$ cat src/fu_pkg.sv
package fu_pkg;

  // datapath and tag widths
  localparam int xlen  = 64;
  localparam int tag_w = 5;

  typedef logic [xlen-1:0]  xword_t;  // one operand or result word
  typedef logic [tag_w-1:0] tag_t;    // reservation station entry tag

  // integer ALU operations
  // codes above alu_cmple are illegal
  typedef enum logic [4:0] {
    alu_addq   = 5'h00,
    alu_subq   = 5'h01,
    alu_and    = 5'h02,
    alu_bic    = 5'h03,  // a and not b
    alu_bis    = 5'h04,  // a or b
    alu_ornot  = 5'h05,
    alu_xor    = 5'h06,
    alu_eqv    = 5'h07,  // a xor not b
    alu_srl    = 5'h08,
    alu_sll    = 5'h09,
    alu_sra    = 5'h0a,
    alu_cmpult = 5'h0b,
    alu_cmpeq  = 5'h0c,
    alu_cmpule = 5'h0d,
    alu_cmplt  = 5'h0e,  // signed
    alu_cmple  = 5'h0f   // signed
  } alu_func_t;

  // branch condition code
  // the low two bits pick the test and bit 2 inverts it
  typedef logic [2:0] br_func_t;

  localparam logic [1:0] br_lbc = 2'b00;  // bit 0 of operand clear
  localparam logic [1:0] br_eq  = 2'b01;  // operand is zero
  localparam logic [1:0] br_lt  = 2'b10;  // operand negative
  localparam logic [1:0] br_le  = 2'b11;  // negative or zero

  localparam int br_inv_bit = 2;  // set to negate the test

endpackage

$ cat src/brcond.sv
`timescale 1ns/1ns

module brcond (
  input  logic             clock,
  input  logic             rst_n,
  input  logic             valid,
  input  fu_pkg::br_func_t func,
  input  fu_pkg::xword_t   opa,
  input  logic             pred_taken,
  input  fu_pkg::tag_t     tag,
  output logic             done,
  output logic             taken,
  output logic             mispredict,
  output fu_pkg::tag_t     done_tag
);

  logic cond;
  logic taken_d;
  logic opa_zero;
  logic opa_neg;

  assign opa_zero = (opa == '0);
  assign opa_neg  = opa[fu_pkg::xlen-1];

  always_comb begin
    case (func[1:0])
      fu_pkg::br_lbc: cond = ~opa[0];
      fu_pkg::br_eq:  cond = opa_zero;
      fu_pkg::br_lt:  cond = opa_neg;
      default:        cond = opa_neg | opa_zero;  // br_le
    endcase
  end

  assign taken_d = cond ^ func[fu_pkg::br_inv_bit];

  // mispredict is qualified by valid so it never outlives done
  always_ff @(posedge clock) begin
    if (!rst_n) begin
      done       <= 1'b0;
      mispredict <= 1'b0;
    end else begin
      done       <= valid;
      mispredict <= valid & (taken_d ^ pred_taken);
    end
  end

  always_ff @(posedge clock) begin
    if (valid) begin
      taken    <= taken_d;
      done_tag <= tag;
    end
  end

  mispredict_only_when_done_a: assert property (
    @(posedge clock) disable iff (!rst_n)
    mispredict |-> done
  );

endmodule

$ cat config.mk
export PLATFORM = sky130hd
export DESIGN_NAME = brcond
export DESIGN_NICKNAME = d
export VERILOG_FILES = /design/src/fu_pkg.sv /design/src/brcond.sv
export SDC_FILE = /design/constraint.sdc
export NUM_CORES = 1
export LEC_CHECK = 0
export BUFFER_PORTS_ARGS = -buffer_cell sky130_fd_sc_hd__buf_2
export CORE_MARGIN = 2
export CORE_UTILIZATION = 26
export CTS_BUF_LIST = sky130_fd_sc_hd__clkbuf_16
export DETAILED_ROUTE_END_ITERATION = 10
export GPL_TIMING_DRIVEN = 0
export PLACE_DENSITY_LB_ADDON = 0.3
export SLEW_MARGIN = 20
export SYNTH_ARGS = -nofsm -noshare
export SYNTH_HDL_FRONTEND = slang
export SYNTH_SLANG_ARGS = --single-unit
$ cat constraint.sdc
create_clock -name clock -period 1.67 [get_ports clock]
set_input_delay 0.167 -clock clock [delete_from_list [all_inputs] [get_ports clock]]
set_output_delay 0.167 -clock clock [all_outputs]
set_load 0.005 [all_outputs]
==> impl_metrics.yaml <==
final_layout:
  design.final.nets: 212
  area.growth.synth_to_final_pct: 107
  postLayoutCellArea_sq_um: 1010
  fin_util: 0.578
  diodes: 0
  fillCellCount: 142
  final_layout_size_suffix_gt1_frac: 0.672
  regArea_sq_um: 220
  multi_input_area_sq_um: 268
setup_path:
  arrival_ns: 1.20
  crit_type: "in -> reg"
  cp-end-kind: "register"
  crit_buf_inv: 1
  crit_path_cell_trace: "buf_2, nor4_1, nand4_1, nor3_2, a21oi_1, xnor2_1"
  cp_max_fo: 3
  critPathLaunchType: "input port"
  slowest_delay_ns: 0.27
  crit_required_ns: 1.65
  cp_slowest_cell: "nor4_1"
  cpLargestDelayFamily: "simple AND/OR/NAND/NOR gates"
clocking:
  htree_num_levels: 1
  cts_resized: 0
  tritoncts: "yes"
  cts_buffers: 3
  clkSinkCount: 8
  clkTransAtPathRegs_ns: 0.04
  clock_tree.buffer_depth: 2
  post_cts_buffers: 0
  clk_root_buffer_cell: "clkbuf_16"
  hold_buffers: 0
route:
  drt_iter0_drc: 3
  drcViolationCount: 0
  drt-total-wl_mm: 1.64
  wl_per_cell_um: 10.3
  ant_nets: 0
  via_count: 772
  viasPerCell: 4.86
  first_pass_iters: 3
place:
  routabilityCongestion: 0.691
  port_buffers: 83
  dpl.hpwl_mm: 1.50
  dpl-instance-area_sq_um: 935
global_routing:
  track_usage: 0.166
  overflow: 0
  grt_pass1_vias: 762
  grt_pass1_wl_mm: 2.66
  antenna_found_initial: 0
  grt_max_degree: 9
synthesis:
  synth_compound_area_frac: 0.126
  synth_top_family_by_area: "simple AND/OR/NAND/NOR gates"
  synthAdderAreaFrac: 0
  synth_simple_gate_area_frac: 0.405
  netlist_area_sq_um: 488
  ys_seq_area_frac: 0.451
  synthXorXnorAreaFrac: 0.0179
  synth.avg_cell_area_sq_um: 10.2
  ys_ff_latch: 8
  ys_types: 24
  yosysWarnings: 0
  syn_inst: 48
  synthesis.nets: 124
  synth_mux_area_frac: 0
die:
  row_count: 15
  start_util: 0.280
  die_area_sq_um: 2240
  num_io_pins: 84
  die_x_um: 47.3
  core-area_sq_um: 1750
  die_h_um: 47.3
power_and_ir_drop:
  p_per_area_nw_per_um2: 759
  leakage_nw: 0.488
  vdd_drop_max_mv: 0.451
timing:
  tns_ns: 0
  finalCritPeriodShare: 0.732
  rsz0062_at_grt: "no"
  hold_viol: 0
  max_freq_mhz: 818
  min_period_ns: 1.22
  setup_viol: 0
  slew_violations: 0
  tightest_slew_ns: 0.253
  maxSlewHeadroom: 0.830
job:
  max_cap_viol_count: 0
hold_path:
  hold_path_class: "in -> reg"
outcome:
  status: "finished, final reports clean"
==> area by class of cell <==
class                           count  share of cell area
Multi-Input combinational cell     40               0.265
Tap cell                           25              0.0310
Clock buffer                        3              0.0743
Timing Repair Buffer               83               0.411
Sequential cell                     8               0.218
==> path summary, 6_finish.rpt <==
| kind | startpoint | to | slack [ns] | cells after the start |
|---|---|---|---|---|
| max | opa[63] | taken$_DFFE_PP_ | 0.45 | 6 |
| min | tag[4] | done_tag[4]$_DFFE_PP_ | 0.11 | 1 |
==> synthesized netlist by cell type <==
library cell / number / area (sq um)
nor4_1: 13 / 81.3
edfxtp_1: 6 / 180
nand4_1: 3 / 18.8
and2_1: 2 / 12.5
dfxtp_1: 2 / 40.0
nand3_1: 2 / 10.0
nor2_1: 2 / 7.51
nor3_1: 2 / 10.0
a211o_1: 1 / 8.76
a211oi_1: 1 / 7.51
a21o_2: 1 / 8.76
a21oi_1: 1 / 5.00
nand2_1: 1 / 3.75
nand3b_1: 1 / 7.51
nand4b_1: 1 / 8.76
nor2_2: 1 / 6.26
nor3_2: 1 / 10.0
nor4_2: 1 / 12.5
nor4b_1: 1 / 8.76
o2111ai_1: 1 / 8.76
o211ai_1: 1 / 7.51
o21ai_0: 1 / 5.00
o311a_1: 1 / 10.0
xnor2_1: 1 / 8.76
==> cells in the final DEF, fill, tap and decap left out <==
| cell type | instances |
|---|---|
| buf_2 | 83 |
| nor4_1 | 13 |
| edfxtp_1 | 6 |
| nand4_1 | 3 |
| clkbuf_16 | 3 |
| nor2_1 | 2 |
| nor3_1 | 2 |
| nand3_1 | 2 |
| and2_1 | 2 |
| dfxtp_1 | 2 |
| nand2_1 | 1 |
| nor2_2 | 1 |
| nor4_2 | 1 |
| nor4b_1 | 1 |
| nor3_2 | 1 |
| a21o_2 | 1 |
| a21oi_1 | 1 |
| xnor2_1 | 1 |
| nand3b_1 | 1 |
| nand4b_1 | 1 |
| a211o_1 | 1 |
| o2111ai_1 | 1 |
| a211oi_1 | 1 |
| o21ai_0 | 1 |
| o211ai_1 | 1 |
| o311a_1 | 1 |
==> where the power goes <==
group,switching [W],total [W],internal (W)
clock network,0.0000871,0.000395,0.000308
logic,0.0000498,0.000136,0.0000860
registers,0.00000301,0.000236,0.000233
==> sequential cells by signal, summed over array words and instances, names as in the netlist <==
signal / cells
taken: 1
mispredict: 1
done: 1
done_tag: 5
==> metrics by stage <==
step           power (W)  hold WS [ns]  instances  worst slack (ns)
5_1_grt         0.000806         0.111        159             0.279
6_report        0.000767         0.113        159             0.447
4_1_cts         0.000776         0.111        159             0.423
3_3_place_gp    0.000372         0.345        156             0.178
2_1_floorplan   0.000267         0.266         48             0.423
3_5_place_dp    0.000376         0.346        156             0.182
==> logic make-up after synthesis <==
kind of cell,count (synthesis)
AND/OR/NAND/NOR,31
flip-flops,8
XOR/XNOR,1
AO/OA/AOI/OAI,8
==> routing by layer <==
layer	routed length, um	up-vias	global-route usage
li1	-	382	-
met1	598	336	0.174
met2	826	50	0.300
met3	182	4	0.0346
met4	30	0	0.0944
met5	0	-	0
Note: power is estimated with default switching activity, not from simulation.
